### src/verilog/rtab_pkg.sv
// Shared sizes, request and dependency types, and one-hot helpers for the replay table
`default_nettype none

package rtab_pkg;

    localparam int RTAB_ENTRIES = 4;
    localparam int NLINE_W      = 8;
    localparam int OFFSET_W     = 4;
    localparam int ID_W         = 4;
    localparam int PTR_W        = 2;

    typedef logic [PTR_W-1:0]        rtab_ptr_t;
    typedef logic [RTAB_ENTRIES-1:0] rtab_vec_t;

    // Carried in the payload only, the table never decodes it
    typedef enum logic [1:0] {
        OP_LOAD,
        OP_STORE,
        OP_PREFETCH,
        OP_CMO
    } rtab_op_e;

    typedef struct packed {
        logic [NLINE_W-1:0]  nline;
        logic [OFFSET_W-1:0] offset;
        rtab_op_e            op;
        logic [ID_W-1:0]     id;
    } rtab_req_t;

    typedef rtab_req_t [RTAB_ENTRIES-1:0] rtab_req_arr_t;
    typedef rtab_ptr_t [RTAB_ENTRIES-1:0] rtab_ptr_arr_t;

    typedef struct packed {
        logic mshr_hit;
        logic mshr_ready;
    } rtab_deps_t;

    typedef enum logic [1:0] {
        POP_TRY_HEAD,
        POP_TRY_NEXT,
        POP_TRY_NEXT_WAIT
    } rtab_pop_state_e;

    // Index of the lowest set bit, zero for an empty vector
    function automatic rtab_ptr_t rtab_vec_to_ptr(input rtab_vec_t vec);
        rtab_ptr_t ptr;
        ptr = '0;
        for (int i = RTAB_ENTRIES - 1; i >= 0; i--) begin
            if (vec[i]) begin
                ptr = rtab_ptr_t'(i);
            end
        end
        return ptr;
    endfunction

    function automatic rtab_vec_t rtab_ptr_to_vec(input rtab_ptr_t ptr);
        rtab_vec_t vec;
        for (int i = 0; i < RTAB_ENTRIES; i++) begin
            vec[i] = (rtab_ptr_t'(i) == ptr);
        end
        return vec;
    endfunction

endpackage

`default_nettype wire

### src/verilog/rtab_dep_tracker.sv
// Replay table dependency flags, loaded on allocation or rollback and cleared by refill and miss-ready
`timescale 1ns/1ns
`default_nettype none

module rtab_dep_tracker (
    input  logic                                           clk_i,
    input  logic                                           rst_ni,
    input  rtab_pkg::rtab_vec_t                            alloc_slot_i,
    input  rtab_pkg::rtab_vec_t                            rback_slot_i,
    input  rtab_pkg::rtab_deps_t                           alloc_deps_i,
    input  rtab_pkg::rtab_deps_t                           rback_deps_i,
    input  logic [rtab_pkg::RTAB_ENTRIES-1:0][rtab_pkg::NLINE_W-1:0] nlines_i,
    input  logic                                           refill_i,
    input  logic [rtab_pkg::NLINE_W-1:0]                   refill_nline_i,
    input  logic                                           miss_ready_i,
    output rtab_pkg::rtab_vec_t                            nodeps_o
);
    import rtab_pkg::*;

    rtab_vec_t hit_q;
    rtab_vec_t rdy_q;
    rtab_vec_t hit_set;
    rtab_vec_t rdy_set;
    rtab_vec_t hit_clr;

    assign hit_set = (alloc_slot_i & {RTAB_ENTRIES{alloc_deps_i.mshr_hit}}) |
                     (rback_slot_i & {RTAB_ENTRIES{rback_deps_i.mshr_hit}});
    assign rdy_set = (alloc_slot_i & {RTAB_ENTRIES{alloc_deps_i.mshr_ready}}) |
                     (rback_slot_i & {RTAB_ENTRIES{rback_deps_i.mshr_ready}});

    // Only the refill of the entry's own line releases a pending-miss wait
    for (genvar i = 0; i < RTAB_ENTRIES; i++) begin : gen_refill
        assign hit_clr[i] = refill_i && (refill_nline_i == nlines_i[i]);
    end

    always_ff @(posedge clk_i or negedge rst_ni) begin
        if (!rst_ni) begin
            hit_q <= '0;
            rdy_q <= '0;
        end else begin
            // Set wins over a clear in the same cycle
            hit_q <= (hit_q & ~hit_clr) | hit_set;
            rdy_q <= (rdy_q & ~{RTAB_ENTRIES{miss_ready_i}}) | rdy_set;
        end
    end

    assign nodeps_o = ~(hit_q | rdy_q);

endmodule

`default_nettype wire

### src/verilog/rtab_entry_store.sv
// Replay table entry store: payloads, list flags and next pointers, line check and slot choice
`timescale 1ns/1ns
`default_nettype none

module rtab_entry_store (
    input  logic                                           clk_i,
    input  logic                                           rst_ni,

    input  logic [rtab_pkg::NLINE_W-1:0]                   check_nline_i,
    output logic                                           check_hit_o,

    input  logic                                           alloc_i,
    input  logic                                           alloc_link_i,
    input  rtab_pkg::rtab_req_t                            alloc_req_i,

    input  rtab_pkg::rtab_vec_t                            popped_i,
    input  logic                                           pop_commit_i,
    input  rtab_pkg::rtab_ptr_t                            pop_commit_ptr_i,
    input  logic                                           pop_rback_i,
    input  rtab_pkg::rtab_ptr_t                            pop_rback_ptr_i,

    output logic                                           empty_o,
    output logic                                           full_o,
    output rtab_pkg::rtab_vec_t                            valid_o,
    output rtab_pkg::rtab_vec_t                            head_o,
    output rtab_pkg::rtab_vec_t                            tail_o,
    output rtab_pkg::rtab_ptr_arr_t                        next_o,
    output rtab_pkg::rtab_req_arr_t                        entries_o,
    output logic [rtab_pkg::RTAB_ENTRIES-1:0][rtab_pkg::NLINE_W-1:0] nlines_o,
    output rtab_pkg::rtab_vec_t                            alloc_slot_o,
    output rtab_pkg::rtab_vec_t                            rback_slot_o
);
    import rtab_pkg::*;

    rtab_req_arr_t req_q;
    rtab_ptr_arr_t next_q;
    rtab_vec_t     valid_q;
    rtab_vec_t     head_q;
    rtab_vec_t     tail_q;

    rtab_vec_t     check_hit;
    rtab_vec_t     link_tail;
    rtab_vec_t     free_vec;
    rtab_vec_t     free_1hot;
    rtab_ptr_t     free_ptr;
    rtab_vec_t     commit_vec;
    rtab_vec_t     head_set;
    rtab_vec_t     head_rst;

    for (genvar i = 0; i < RTAB_ENTRIES; i++) begin : gen_line
        assign nlines_o[i]  = req_q[i].nline;
        assign check_hit[i] = valid_q[i] && (req_q[i].nline == check_nline_i);
    end

    assign check_hit_o = |check_hit;

    // Old tail of the checked list, the one a linked allocation hangs behind
    assign link_tail = check_hit & tail_q & {RTAB_ENTRIES{alloc_link_i}};

    // Lowest free slot as a one-hot vector
    assign free_vec  = ~valid_q;
    assign free_1hot = free_vec & (~free_vec + rtab_vec_t'(1));
    assign free_ptr  = rtab_vec_to_ptr(free_1hot);

    assign alloc_slot_o = free_1hot & {RTAB_ENTRIES{alloc_i | alloc_link_i}};
    assign rback_slot_o = rtab_ptr_to_vec(pop_rback_ptr_i) & {RTAB_ENTRIES{pop_rback_i}};
    assign commit_vec   = rtab_ptr_to_vec(pop_commit_ptr_i) & {RTAB_ENTRIES{pop_commit_i}};

    // A new list gets a head, an appended entry is reached only through the walk
    assign head_set = (free_1hot & {RTAB_ENTRIES{alloc_i}}) | rback_slot_o;
    assign head_rst = popped_i | (free_1hot & {RTAB_ENTRIES{alloc_link_i}});

    always_ff @(posedge clk_i or negedge rst_ni) begin
        if (!rst_ni) begin
            valid_q <= '0;
            head_q  <= '0;
            tail_q  <= '0;
            next_q  <= '0;
        end else begin
            valid_q <= (valid_q | alloc_slot_o) & ~commit_vec;
            head_q  <= (head_q & ~head_rst) | head_set;
            tail_q  <= (tail_q & ~link_tail) | alloc_slot_o;
            for (int i = 0; i < RTAB_ENTRIES; i++) begin
                if (link_tail[i]) begin
                    next_q[i] <= free_ptr;
                end
            end
        end
    end

    always_ff @(posedge clk_i) begin
        for (int i = 0; i < RTAB_ENTRIES; i++) begin
            if (alloc_slot_o[i]) begin
                req_q[i] <= alloc_req_i;
            end
        end
    end

    assign empty_o   = ~|valid_q;
    assign full_o    = &valid_q;
    assign valid_o   = valid_q;
    assign head_o    = head_q;
    assign tail_o    = tail_q;
    assign next_o    = next_q;
    assign entries_o = req_q;

endmodule

`default_nettype wire

### src/verilog/rtab_pop_sched.sv
// Pop-try FSM of the replay table, picks a ready list head and walks the rest of its list
`timescale 1ns/1ns
`default_nettype none

module rtab_pop_sched (
    input  logic                     clk_i,
    input  logic                     rst_ni,
    input  rtab_pkg::rtab_vec_t      valid_i,
    input  rtab_pkg::rtab_vec_t      head_i,
    input  rtab_pkg::rtab_vec_t      tail_i,
    input  rtab_pkg::rtab_vec_t      nodeps_i,
    input  rtab_pkg::rtab_ptr_arr_t  next_i,
    input  rtab_pkg::rtab_req_arr_t  entries_i,
    input  logic                     pop_try_i,
    input  logic                     pop_rback_i,
    output logic                     pop_try_valid_o,
    output rtab_pkg::rtab_req_t      pop_try_req_o,
    output rtab_pkg::rtab_ptr_t      pop_try_ptr_o,
    output rtab_pkg::rtab_vec_t      popped_o
);
    import rtab_pkg::*;

    rtab_pop_state_e state_q, state_d;
    rtab_vec_t       walk_q, walk_d;
    rtab_vec_t       ready;
    rtab_vec_t       gnt;
    rtab_vec_t       sel;
    logic            head_taken;
    logic            sel_is_tail;

    assign ready = valid_i & head_i & nodeps_i;

    rtab_rr_arbiter u_arb (
        .clk_i   (clk_i),
        .rst_ni  (rst_ni),
        .req_i   (ready),
        .ready_i (head_taken),
        .gnt_o   (gnt)
    );

    assign sel             = (state_q == POP_TRY_HEAD) ? gnt : walk_q;
    assign pop_try_valid_o = (state_q == POP_TRY_HEAD) ? |ready : 1'b1;
    assign pop_try_ptr_o   = rtab_vec_to_ptr(sel);
    assign pop_try_req_o   = entries_i[pop_try_ptr_o];
    assign popped_o        = sel & {RTAB_ENTRIES{pop_try_i}};
    assign sel_is_tail     = (sel & tail_i) != '0;
    assign head_taken      = (state_q == POP_TRY_HEAD) && pop_try_i && !pop_rback_i;

    always_comb begin
        state_d = state_q;
        walk_d  = walk_q;
        case (state_q)
            POP_TRY_HEAD: begin
                // A rollback for the last tail offered may still arrive here
                if (head_taken && !sel_is_tail) begin
                    state_d = POP_TRY_NEXT;
                    walk_d  = rtab_ptr_to_vec(next_i[pop_try_ptr_o]);
                end
            end
            POP_TRY_NEXT, POP_TRY_NEXT_WAIT: begin
                if (pop_rback_i && state_q == POP_TRY_NEXT) begin
                    state_d = POP_TRY_HEAD;
                end else if (pop_try_i) begin
                    if (sel_is_tail) begin
                        state_d = POP_TRY_HEAD;
                    end else begin
                        state_d = POP_TRY_NEXT;
                        walk_d  = rtab_ptr_to_vec(next_i[pop_try_ptr_o]);
                    end
                end else begin
                    state_d = POP_TRY_NEXT_WAIT;
                end
            end
            default: begin
                state_d = POP_TRY_HEAD;
            end
        endcase
    end

    always_ff @(posedge clk_i or negedge rst_ni) begin
        if (!rst_ni) begin
            state_q <= POP_TRY_HEAD;
            walk_q  <= '0;
        end else begin
            state_q <= state_d;
            walk_q  <= walk_d;
        end
    end

endmodule

`default_nettype wire

### src/verilog/rtab_rr_arbiter.sv
// Round-robin one-hot arbiter for list heads, priority advances only when a grant is taken
`timescale 1ns/1ns
`default_nettype none

module rtab_rr_arbiter (
    input  logic                clk_i,
    input  logic                rst_ni,
    input  rtab_pkg::rtab_vec_t req_i,
    input  logic                ready_i,
    output rtab_pkg::rtab_vec_t gnt_o
);
    import rtab_pkg::*;

    rtab_vec_t last_q;
    rtab_vec_t hold_q;
    rtab_vec_t mask;
    rtab_vec_t req_hi;
    rtab_vec_t gnt_hi;
    rtab_vec_t gnt_all;
    rtab_vec_t gnt_rr;

    // Requests strictly above the last accepted grant
    assign mask    = ~((last_q << 1) - rtab_vec_t'(1));
    assign req_hi  = req_i & mask;
    assign gnt_hi  = req_hi & (~req_hi + rtab_vec_t'(1));
    assign gnt_all = req_i & (~req_i + rtab_vec_t'(1));
    assign gnt_rr  = (req_hi != '0) ? gnt_hi : gnt_all;

    // An offered grant is kept while its request stays up
    assign gnt_o = ((hold_q & req_i) != '0) ? hold_q : gnt_rr;

    always_ff @(posedge clk_i or negedge rst_ni) begin
        if (!rst_ni) begin
            last_q <= '0;
            hold_q <= '0;
        end else if (ready_i) begin
            last_q <= gnt_o;
            hold_q <= '0;
        end else begin
            hold_q <= gnt_o;
        end
    end

endmodule

`default_nettype wire

### src/verilog/rtab_top.sv
// Replay table top level, joins entry store, dependency tracker and pop scheduler to the cache
`timescale 1ns/1ns
`default_nettype none

module rtab_top (
    input  logic                           clk_i,
    input  logic                           rst_ni,

    input  logic [rtab_pkg::NLINE_W-1:0]   check_nline_i,
    output logic                           check_hit_o,

    input  logic                           alloc_i,
    input  logic                           alloc_link_i,
    input  rtab_pkg::rtab_req_t            alloc_req_i,
    input  rtab_pkg::rtab_deps_t           alloc_deps_i,

    output logic                           pop_try_valid_o,
    input  logic                           pop_try_i,
    output rtab_pkg::rtab_req_t            pop_try_req_o,
    output rtab_pkg::rtab_ptr_t            pop_try_ptr_o,

    input  logic                           pop_commit_i,
    input  rtab_pkg::rtab_ptr_t            pop_commit_ptr_i,

    input  logic                           pop_rback_i,
    input  rtab_pkg::rtab_ptr_t            pop_rback_ptr_i,
    input  rtab_pkg::rtab_deps_t           pop_rback_deps_i,

    input  logic                           refill_i,
    input  logic [rtab_pkg::NLINE_W-1:0]   refill_nline_i,
    input  logic                           miss_ready_i,

    output logic                           empty_o,
    output logic                           full_o
);
    import rtab_pkg::*;

    rtab_vec_t                              valid;
    rtab_vec_t                              head;
    rtab_vec_t                              tail;
    rtab_ptr_arr_t                          next;
    rtab_req_arr_t                          entries;
    logic [RTAB_ENTRIES-1:0][NLINE_W-1:0]   nlines;
    rtab_vec_t                              alloc_slot;
    rtab_vec_t                              rback_slot;
    rtab_vec_t                              nodeps;
    rtab_vec_t                              popped;

    rtab_entry_store u_store (
        .clk_i            (clk_i),
        .rst_ni           (rst_ni),
        .check_nline_i    (check_nline_i),
        .check_hit_o      (check_hit_o),
        .alloc_i          (alloc_i),
        .alloc_link_i     (alloc_link_i),
        .alloc_req_i      (alloc_req_i),
        .popped_i         (popped),
        .pop_commit_i     (pop_commit_i),
        .pop_commit_ptr_i (pop_commit_ptr_i),
        .pop_rback_i      (pop_rback_i),
        .pop_rback_ptr_i  (pop_rback_ptr_i),
        .empty_o          (empty_o),
        .full_o           (full_o),
        .valid_o          (valid),
        .head_o           (head),
        .tail_o           (tail),
        .next_o           (next),
        .entries_o        (entries),
        .nlines_o         (nlines),
        .alloc_slot_o     (alloc_slot),
        .rback_slot_o     (rback_slot)
    );

    rtab_dep_tracker u_deps (
        .clk_i          (clk_i),
        .rst_ni         (rst_ni),
        .alloc_slot_i   (alloc_slot),
        .rback_slot_i   (rback_slot),
        .alloc_deps_i   (alloc_deps_i),
        .rback_deps_i   (pop_rback_deps_i),
        .nlines_i       (nlines),
        .refill_i       (refill_i),
        .refill_nline_i (refill_nline_i),
        .miss_ready_i   (miss_ready_i),
        .nodeps_o       (nodeps)
    );

    rtab_pop_sched u_sched (
        .clk_i           (clk_i),
        .rst_ni          (rst_ni),
        .valid_i         (valid),
        .head_i          (head),
        .tail_i          (tail),
        .nodeps_i        (nodeps),
        .next_i          (next),
        .entries_i       (entries),
        .pop_try_i       (pop_try_i),
        .pop_rback_i     (pop_rback_i),
        .pop_try_valid_o (pop_try_valid_o),
        .pop_try_req_o   (pop_try_req_o),
        .pop_try_ptr_o   (pop_try_ptr_o),
        .popped_o        (popped)
    );

endmodule

`default_nettype wire
### config.mk
export PLATFORM = sky130hd
export DESIGN_NAME = rtab_top
export DESIGN_NICKNAME = d
export VERILOG_FILES = /design/src/verilog/rtab_pkg.sv /design/src/verilog/rtab_dep_tracker.sv /design/src/verilog/rtab_entry_store.sv /design/src/verilog/rtab_pop_sched.sv /design/src/verilog/rtab_rr_arbiter.sv /design/src/verilog/rtab_top.sv
export SDC_FILE = /design/constraint.sdc
export NUM_CORES = 1
export LEC_CHECK = 0
export ABC_AREA = 1
export BUFFER_PORTS_ARGS = -buffer_cell sky130_fd_sc_hd__buf_4
export CORE_UTILIZATION = 63
export DETAILED_ROUTE_END_ITERATION = 8
export MAX_ROUTING_LAYER = met4
export PLACE_DENSITY = 0.86
export SYNTH_ARGS = -nofsm -noshare
export SYNTH_HDL_FRONTEND = slang
export SYNTH_SLANG_ARGS = --single-unit
### constraint.sdc
create_clock -name clk_i -period 4.3 [get_ports clk_i]
set_input_delay 0.43 -clock clk_i [delete_from_list [all_inputs] [get_ports clk_i]]
set_output_delay 0.43 -clock clk_i [all_outputs]
set_load 0.01 [all_outputs]
# --- Yosys cells after proc, flatten, opt, wreduce, memory -nomap -nowiden ---
# Index checks and enable logic that the tools add are counted.
# Widths: inputs -> output; s select.
totals:
  regBits: 113
  in_bits: 51
  out_inout_bits: 24
  wordCells: 160
classes:
  add_sub_neg: 4
  order_cmp: 1
  n_eq_ne: 23
  muxes: 27
  bitwise_logic: 47
  n_reduce_logical: 29
op_table:
  columns: ["cell", "n"]
  rows:
  - ["$and 4x4->4", 25]
  - ["$eq 8x8->1", 8]
  - ["$not 4->4", 11]
  - ["$or 4x4->4", 10]
  - ["$bmux 18 s2", 1]
  - ["$mux 4", 8]
  - ["$mux 2", 12]
  - ["$mux 18", 1]
  - ["$add 4x1->4 const B", 3]
  - ["$eq 2x2->1 const A", 6]
  - ["$logic_and 1x1->1", 12]
  - ["$reduce_bool 4->1", 3]
  - ["$reduce_or 4->1", 3]
  - ["$logic_not 2->1", 4]
  - ["$ne 2x2->1 const B", 4]
  - ["$pmux 4 s2", 1]
  - ["$eq 1x2->1 const A", 3]
  - ["$reduce_and 5->1", 1]
  - ["$bmux 2 s2", 1]
  - ["$pmux 2 s2", 1]
  - ["$reduce_and 4->1", 1]
  - ["$sub 4x1->4 const B", 1]
  - ["$logic_not 1->1", 3]
  - ["$lt 2x3->1 const B", 1]
  - ["other kinds (6)", 7]

# --- Longest topological paths before layout ---
# Gate-level depths: netlist (run 1).
depth:
  word_depth: 21
  depth_mapped: 22
  ltp_nobuf: 20

# --- Cells and area by module ---
# A second synthesis (run 1) with hierarchy kept.
unflattened:
  hier_cells: 897
  area_unflattened_um2: 6804.0
modules_own_cells:
  columns: ["module", "instances", "cells_each", "area_per_inst_um2", "seq_area_each_um2"]
  rows:
  - ["rtab_entry_store", 1, 407, 4119.0, 2662.6]
  - ["rtab_pop_sched", 1, 247, 1298.7, 150.1]
  - ["rtab_dep_tracker", 1, 171, 915.9, 200.2]
  - ["rtab_rr_arbiter", 1, 72, 470.5, 175.2]

# --- Worst setup path before layout (run 1) ---
# OpenSTA, ideal clock, no wires.
synth_timing:
  path_kind: "register to output"
  start: "register u_sched.u_arb.last_q[0]"
  end: "output pop_try_req_o[1] (netlist name)"
  arrival_ps: 2084
  t_required_ps: 3870
  path_slack_ps: 1786
  stages_incl_launch_ff: 17
  path_buffers: 1
  cell_sequence: "dfrtp_1 > inv_1 > ha_1 > nand3_2 > nand2_1 > nor2_1 > o21ai_1 > nand2_1 > nand3_1 > nand2_2 > nand2_4 > nand2_8 > nand2_4 > inv_2 > buf_2 > nor2_1 > o22ai_1"
synth_lines:
  columns: ["item", "line_no", "text"]
  rows:
  - ["from (decl)", "rtab_rr_arbiter.sv:14", "rtab_vec_t last_q;"]
  - ["from (signal assigned)", "rtab_rr_arbiter.sv:37", "last_q <= gnt_o;"]
  - ["to (decl)", "rtab_top.sv:19", "output rtab_pkg::rtab_req_t pop_try_req_o,"]

==> impl_results.md, run 1 <==
- CP required: 3.87 ns
- Total GRT Usage: 35.8%
- Ys flop type: edfxtp_1
- Setup Viol. Count Final: 0
- WS Path Type: register to primary output
- Die H: 100 um
- H-Tree Depth: 4
- Die area: 0.0100 mm2
- Max Freq: 253 MHz
- Crit Reg-Reg Startpoint: u_sched.u_arb.last_q[0]
- CTS Sinks: 113
- Setup Skew: 0.00633 ns
- Fin Hold WS: 0.103 ns
- Yosys reg bits: 113
- Starting Density: 65.2%
- Crit-path max FO: 65
- Hold Path Origin: alloc_req_i[6]
- Resize count post-CTS: 0
- Cell taking the most area after synthesis: edfxtp_1
- Relative slew slack: 29.5%
- Reg2reg end: u_sched.walk_q[1]
- Vias per std cell: 5.85
- Clk root buf: clkbuf_8
- WL final: 16500 um
- Ys async rst share: 36.3%
- Vias: 5256
- Global-route wire length before repair: 25600 um
- CP startpoint kind: register
- Clock latency on the worst-skew pair: 0.53 ns
- 1st-iter DRT viols: 393
- Total design power: 4810 uW
- Syn_area_per_cell: 8.91 um2
- Register area share after synthesis: 52.7%
- CTS Buffer Depth: 2
- N_diodes: 0
- CTS tree: built
- RSZ-0062 raised after global routing: false
- Worst setup EP type: primary output
- Port Buffers: 74
- Core Area: 0.00928 mm2
- GR Layer Usage met3: 8.91%
- Core Util, Final: 77.6%
- First drt pass iteration count: 5
- Worst reg-to-reg path cell count: 17
- Initial antenna violation count: 0
- Final net count: 812
- Status: complete, no violations
- R2R setup slack: 1.50 ns
- Clock Pin Slew Worst Setup and Hold Paths: 0.06 ns
- Vias in the first global route: 5150
- Hold path depth: 1
- # Post-CTS Setup Buffers: 0
- Syn Std Cell Area: 0.00605 mm2
- Share of cells above drive strength 1: 18.2%
- Endpoint with the worst hold slack: u_store.entries_o[42]
- Post-Synthesis Net Count: 734
- Remaining DRCs: 0
- Dominant cells by area after synthesis: edfxtp_1 (36%), dfrtp_1 (17%), nand2_1 (9.6%)
- Post-route clock period utilization: 91.8%
- Cell area power density: 667 mW/mm2
- RePlAce Congestion: 0.976
- Max Slew Vio Count: 0
- Leakage Power: 0.00318 uW
- Pin count of the biggest net entering global routing: 66
- Met1 usage: 41.4%
- Synth top area share: 35.7%
- Post-route ant nets: 0
- IO Pins: 75
- Synth warnings: 0
- Row cnt: 35
- CTS Hold Buffers Added: 1
- Setup TNS Final: 0 ns
- Max IR drop VDD: 0.000419 V
- Area growth, synth to finish: 19.1%
- Die width: 100 um
- Hold Fails Final Rpt: 0
- Grt met2 use: 59.8%
- Distinct cell type count after synthesis: 45
- Worst Path Arrival: 3.52 ns
- Slew @ Worst Pin: 1.06 ns
- Routed wire per std cell: 18.3 um
- CTS Buf Count: 17
- Syn Inst Count: 679
- Dpl hpwl: 11100 um
- Minimum clock period after layout: 3.95 ns
- Gr ovfl total: 0
- CP Launch Point: u_sched.u_arb.last_q[0]
- Max-cap violations: 0
- Most used routing layer: met2
- Worst min path class: input pin to register
- Post-synth EDFFs: 72
-- worst max-delay path by stage --
stage	slack, ns	endpoint
3_5_place_dp	1.02	pop_try_req_o[16]
4_1_cts	0.39	pop_try_req_o[7]
6_report	0.35	pop_try_req_o[7]
2_1_floorplan	1.79	pop_try_req_o[1]
5_1_grt	0.08	pop_try_req_o[16]
3_3_place_gp	1.14	pop_try_req_o[16]
-- critical path, stage by stage (launching register included) --
cell     delay, ns
dfrtp_1       0.38
inv_1         0.06
ha_1          0.30
nand3_2       0.10
nand2_1       0.07
nor2_1        0.14
nand2_1       0.08
nand2_1       0.07
nand2_1       0.07
nand2_2       0.09
nand2_2       0.06
nand2_4       0.12
nand2_8       0.08
nand2_4       0.45
inv_2         0.31
nor2_1        0.21
o22ai_1       0.13
buf_4         0.20
-- power breakdown --
part	switching [uW]	total, uW	internal, uW
registers	135	1500	1360
clock network	510	1330	820
logic	1260	1980	718
total	1910	4810	2900
-- synth_stat cells, types with 11 or more instances --
cell      count
a21oi_1      15
dfrtp_1      41
edfxtp_1     72
inv_1        91
nand2_1     155
nand2_2      11
nand3_1      46
nor2_1       46
nor3_1       11
o21ai_0      49
o22ai_1      29
xor2_1       11
-- kinds of logic (layout without fill, tap and decap cells) --
logic type	count (synthesis)	count (layout)	share of synthesized area, %
simple gates	293	293	21.7
xor+xnor	19	19	2.75
fa+ha+maj	4	4	0.827
buf+inv	114	205	8.31
flops	113	113	52.7
compound gates	136	136	13.7
-- per-layer routing --
metal / up-vias / routed length (um)
li1: 2474 / -
met1: 2463 / 6270
met2: 277 / 8390
met3: 42 / 1330
met4: 0 / 467
met5: - / 0
-- layout make-up --
class / instances / area (um2)
timing repair buffer: 76 / 573
multi-input combinational: 452 / 2360
fill: 634 / 2080
clock buffer: 18 / 418
sequential: 113 / 3190
inverter: 97 / 364
clock inverter: 14 / 140
tap: 129 / 161
-- flip-flops by register name, summed over array words and instances (netlist names) --
signal,cells
u_store.entries_o,72
u_store.next_o,8
u_deps.hit_q,4
u_deps.rdy_q,4
u_sched.u_arb.hold_q,4
u_sched.walk_q,4
u_store.head_o,4
u_store.tail_o,4
u_store.valid_o,4
u_sched.u_arb.last_q,3
u_sched.state_q,2
-- metrics by stage --
step,worst slack [ns],cell area [um2],std cells
floorplan,1.79,6050,679
global placement,1.14,6640,866
detailed placement,1.02,6640,866
CTS,0.391,7210,899
global route,0.0759,7210,899
finish,0.353,7210,899
-- placed cells by master (no fill, tap or decap), types with 11 or more instances in the layout --
cell type and count:
nor2_1 45, nand2_1 155, xor2_1 11, dfrtp_1 41, nand3_1 46, nand2_2 11, o22ai_1 29, a21oi_1 15
inv_1 91, buf_4 75, nor3_1 11, edfxtp_1 72, clkbuf_16 16, o21ai_0 49
(Power assumes the default switching activity.)
==> run 2: changes to the inputs <==
- CORE_UTILIZATION: 63 -> 45
- PLACE_DENSITY: 0.86 -> unset
- clock period: 4.3 -> 4.65 ns (I/O delays scaled with it)
==> run 2 against run 1 <==
  * Core utilization shrank 21 points
  * Sequential cell count is the same
  * Clock skew grew 0.00096 ns
  * Final cell count grew 4.7%
  * Power shrank 5.0%
  * Sequential share of layout area shrank 0.66 points
  * Die area grew 39%
  * Non-clock buffer count shrank 1
  * Highest routed layer unchanged
  * Largest cell class unchanged
  * Wire length is essentially flat
==> impl_results.md, run 2 (synthesis results as in run 1) <==
- Crit-path max cell delay: 0.48 ns (was 0.45 ns)
- Row cnt: 41 (was 35)
- Resize count post-CTS: 0 (unchanged)
- Most frequent cells in the layout: nand2_1 (155), inv_1 (91), buf_4 (75) (unchanged)
- Die width: 118 um (was 100 um)
- Placement Setup Slack: 1.33 ns (was 1.02 ns)
- Max-cap violations: 0 (unchanged)
- CP required: 4.18 ns (was 3.87 ns)
- Worst setup EP type: primary output (unchanged)
- Max IR drop VDD: 0.000378 V (was 0.000419 V)
- # Post-CTS Setup Buffers: 0 (unchanged)
- CP startpoint kind: register (unchanged)
- Clock latency on the worst-skew pair: 0.42 ns (was 0.53 ns)
- N_diodes: 0 (unchanged)
- Clock Pin Slew Worst Setup and Hold Paths: 0.05 ns (was 0.06 ns)
- CP top delay family: simple AND/OR/NAND/NOR gates (unchanged)
- WL final: 16500 um (about the same)
- CTS Buf Count: 17 (unchanged)
- Clk root buf: clkbuf_16 (was clkbuf_8)
- Most frequent CP cell: nand2_1 (unchanged)
- Global-route wire length before repair: 26400 um (was 25600 um)
- 1st-iter DRT viols: 315 (was 393)
- Post-route ant nets: 0 (unchanged)
- Core Area: 0.0129 mm2 (was 0.00928 mm2)
- Worst min path class: input pin to asynchronous set/reset pin (was input pin to register)
- RePlAce Congestion: 0.908 (was 0.976)
- CTS tree: built (unchanged)
- Commonest non-fill, non-tap cell in the layout: nand2_1 (unchanged)
- Vias: 5061 (was 5256)
- Die area: 0.0139 mm2 (was 0.0100 mm2)
- Starting Density: 47.0% (was 65.2%)
- Worst reg-to-reg path cell count: 17 (unchanged)
- Fin Hold WS: 0.0243 ns (was 0.103 ns)
- Status: complete, no violations (unchanged)
- Worst Path Arrival: 3.29 ns (was 3.52 ns)
- Port Buffers: 74 (unchanged)
- Gr ovfl total: 0 (unchanged)
- Remaining DRCs: 0 (unchanged)
- Setup Skew: 0.00729 ns (was 0.00633 ns)
- Vias per std cell: 5.38 (was 5.85)
- Post-route clock period utilization: 80.8%
- Cells along the critical path: inv_1, ha_1, nand3_2, nand2_1, nor2_1, nand2_1, nand2_1, nand2_1, nand2_2, nand2_2, nand2_4, nand2_8, nand2_4, inv_2, nor2_1, o22ai_1, buf_4 (unchanged)
- Max reg flops: 72 (unchanged)
- Total GRT Usage: 25.8% (was 35.8%)
- Crit path max-delay cell type: nand2_4 (unchanged)
- Dpl hpwl: 11800 um (was 11100 um)
- Setup TNS Final: 0 ns (unchanged)
- Final net count: 811 (was 812)
- Pin count of the biggest net entering global routing: 66 (unchanged)
- Initial antenna violation count: 0 (unchanged)
- Area growth, synth to finish: 20.9% (was 19.1%)
- RSZ-0062 raised after global routing: false (unchanged)
- Minimum clock period after layout: 3.76 ns
- Post-route setup slack: 0.891 ns (was 0.353 ns)
- First drt pass iteration count: 5 (unchanged)
- Reg area: 0.00319 mm2 (unchanged)
- Hold Fails Final Rpt: 0 (unchanged)
- Slew @ Worst Pin: 1.08 ns (was 1.06 ns)
- Reg2reg end: u_sched.walk_q[2] (was u_sched.walk_q[1])
- WS Path Type: register to primary output (unchanged)
- Max Slew Vio Count: 0 (unchanged)
- IO Pins: 75 (unchanged)
- Max Freq: 266 MHz
- Vias in the first global route: 4946 (was 5150)
- Crit Reg-Reg Startpoint: u_sched.u_arb.last_q[0] (unchanged)
- Buf/Inv on CP: 3 (unchanged)
- Die H: 118 um (was 100 um)
- H-Tree Depth: 4 (unchanged)
- Crit-path max FO: 65 (unchanged)
- CTS Hold Buffers Added: 0 (was 1)
- R2R setup slack: 1.96 ns (was 1.50 ns)
- CTS Sinks: 113 (unchanged)
- Relative slew slack: 27.7% (was 29.5%)
- Leakage Power: 0.00321 uW (was 0.00318 uW)
- CTS Buffer Depth: 2 (unchanged)
- Cell area power density: 625 mW/mm2 (was 667 mW/mm2)
- Share of cells above drive strength 1: 18.1% (was 18.2%)
- Multi-input gate area: 0.00236 mm2 (unchanged)
- Routed wire per std cell: 17.5 um (was 18.3 um)
- Fillers: 1144 (was 634)
- Setup Viol. Count Final: 0 (unchanged)
## run 2: cell types whose count changed in the layout (fill, tap and decap cells not counted), moves of 2 or more
| cell | delta |
|---|---|
| bufinv_16 | +2 |
| clkbuf_1 | +2 |
| clkinvlp_4 | -2 |
| inv_6 | -2 |
## run 2: cell type report
class                           instances  share of cell area [%]
Clock inverter                         10                    2.17
Multi-Input combinational cell        452                    32.3
Inverter                               97                    4.98
Tap cell                              172                    2.94
Clock buffer                           22                    6.35
Timing Repair Buffer                   75                    7.70
Sequential cell                       113                    43.6
## run 2: per-stage QoR
stage                     util (%)  cell area (um2)  power, uW  cells
after CTS                     56.8             7320       4600    941
after floorplan                  -             6050       2640    679
after global placement        52.0             6690       3180    909
after detailed placement      52.0             6690       3200    909
after global routing          56.8             7320       4850    941
final                         56.8             7320       4570    941
## run 2: routing by layer
metal,vias up,GRT usage (%),wire [um]
li1,2477,-,-
met1,2420,33.4,7440
met2,149,41.3,8050
met3,15,5.28,808
met4,0,7.21,180
met5,-,-,0
## run 2: worst max-delay path by stage
| stage | start | end | slack [ns] | depth (start not counted) |
|---|---|---|---|---|
| CTS | u_sched.u_arb.last_q[0] | pop_try_req_o[1] | 0.86 | 17 |
| floorplan | u_sched.u_arb.last_q[0] | pop_try_req_o[1] | 2.10 | 16 |
| global placement | u_sched.u_arb.last_q[0] | pop_try_req_o[16] | 1.40 | 19 |
| global route | u_sched.u_arb.last_q[0] | pop_try_req_o[16] | 0.46 | 18 |
| finish | u_sched.u_arb.last_q[0] | pop_try_req_o[7] | 0.89 | 17 |
| detailed placement | u_sched.u_arb.last_q[0] | pop_try_req_o[16] | 1.33 | 19 |
## run 2: report_power, final
group | switching, uW | internal (uW) | total, uW
Combinational | 1150 | 663 | 1810
Sequential | 117 | 1260 | 1380
Clock | 459 | 921 | 1380
Total | 1730 | 2840 | 4570
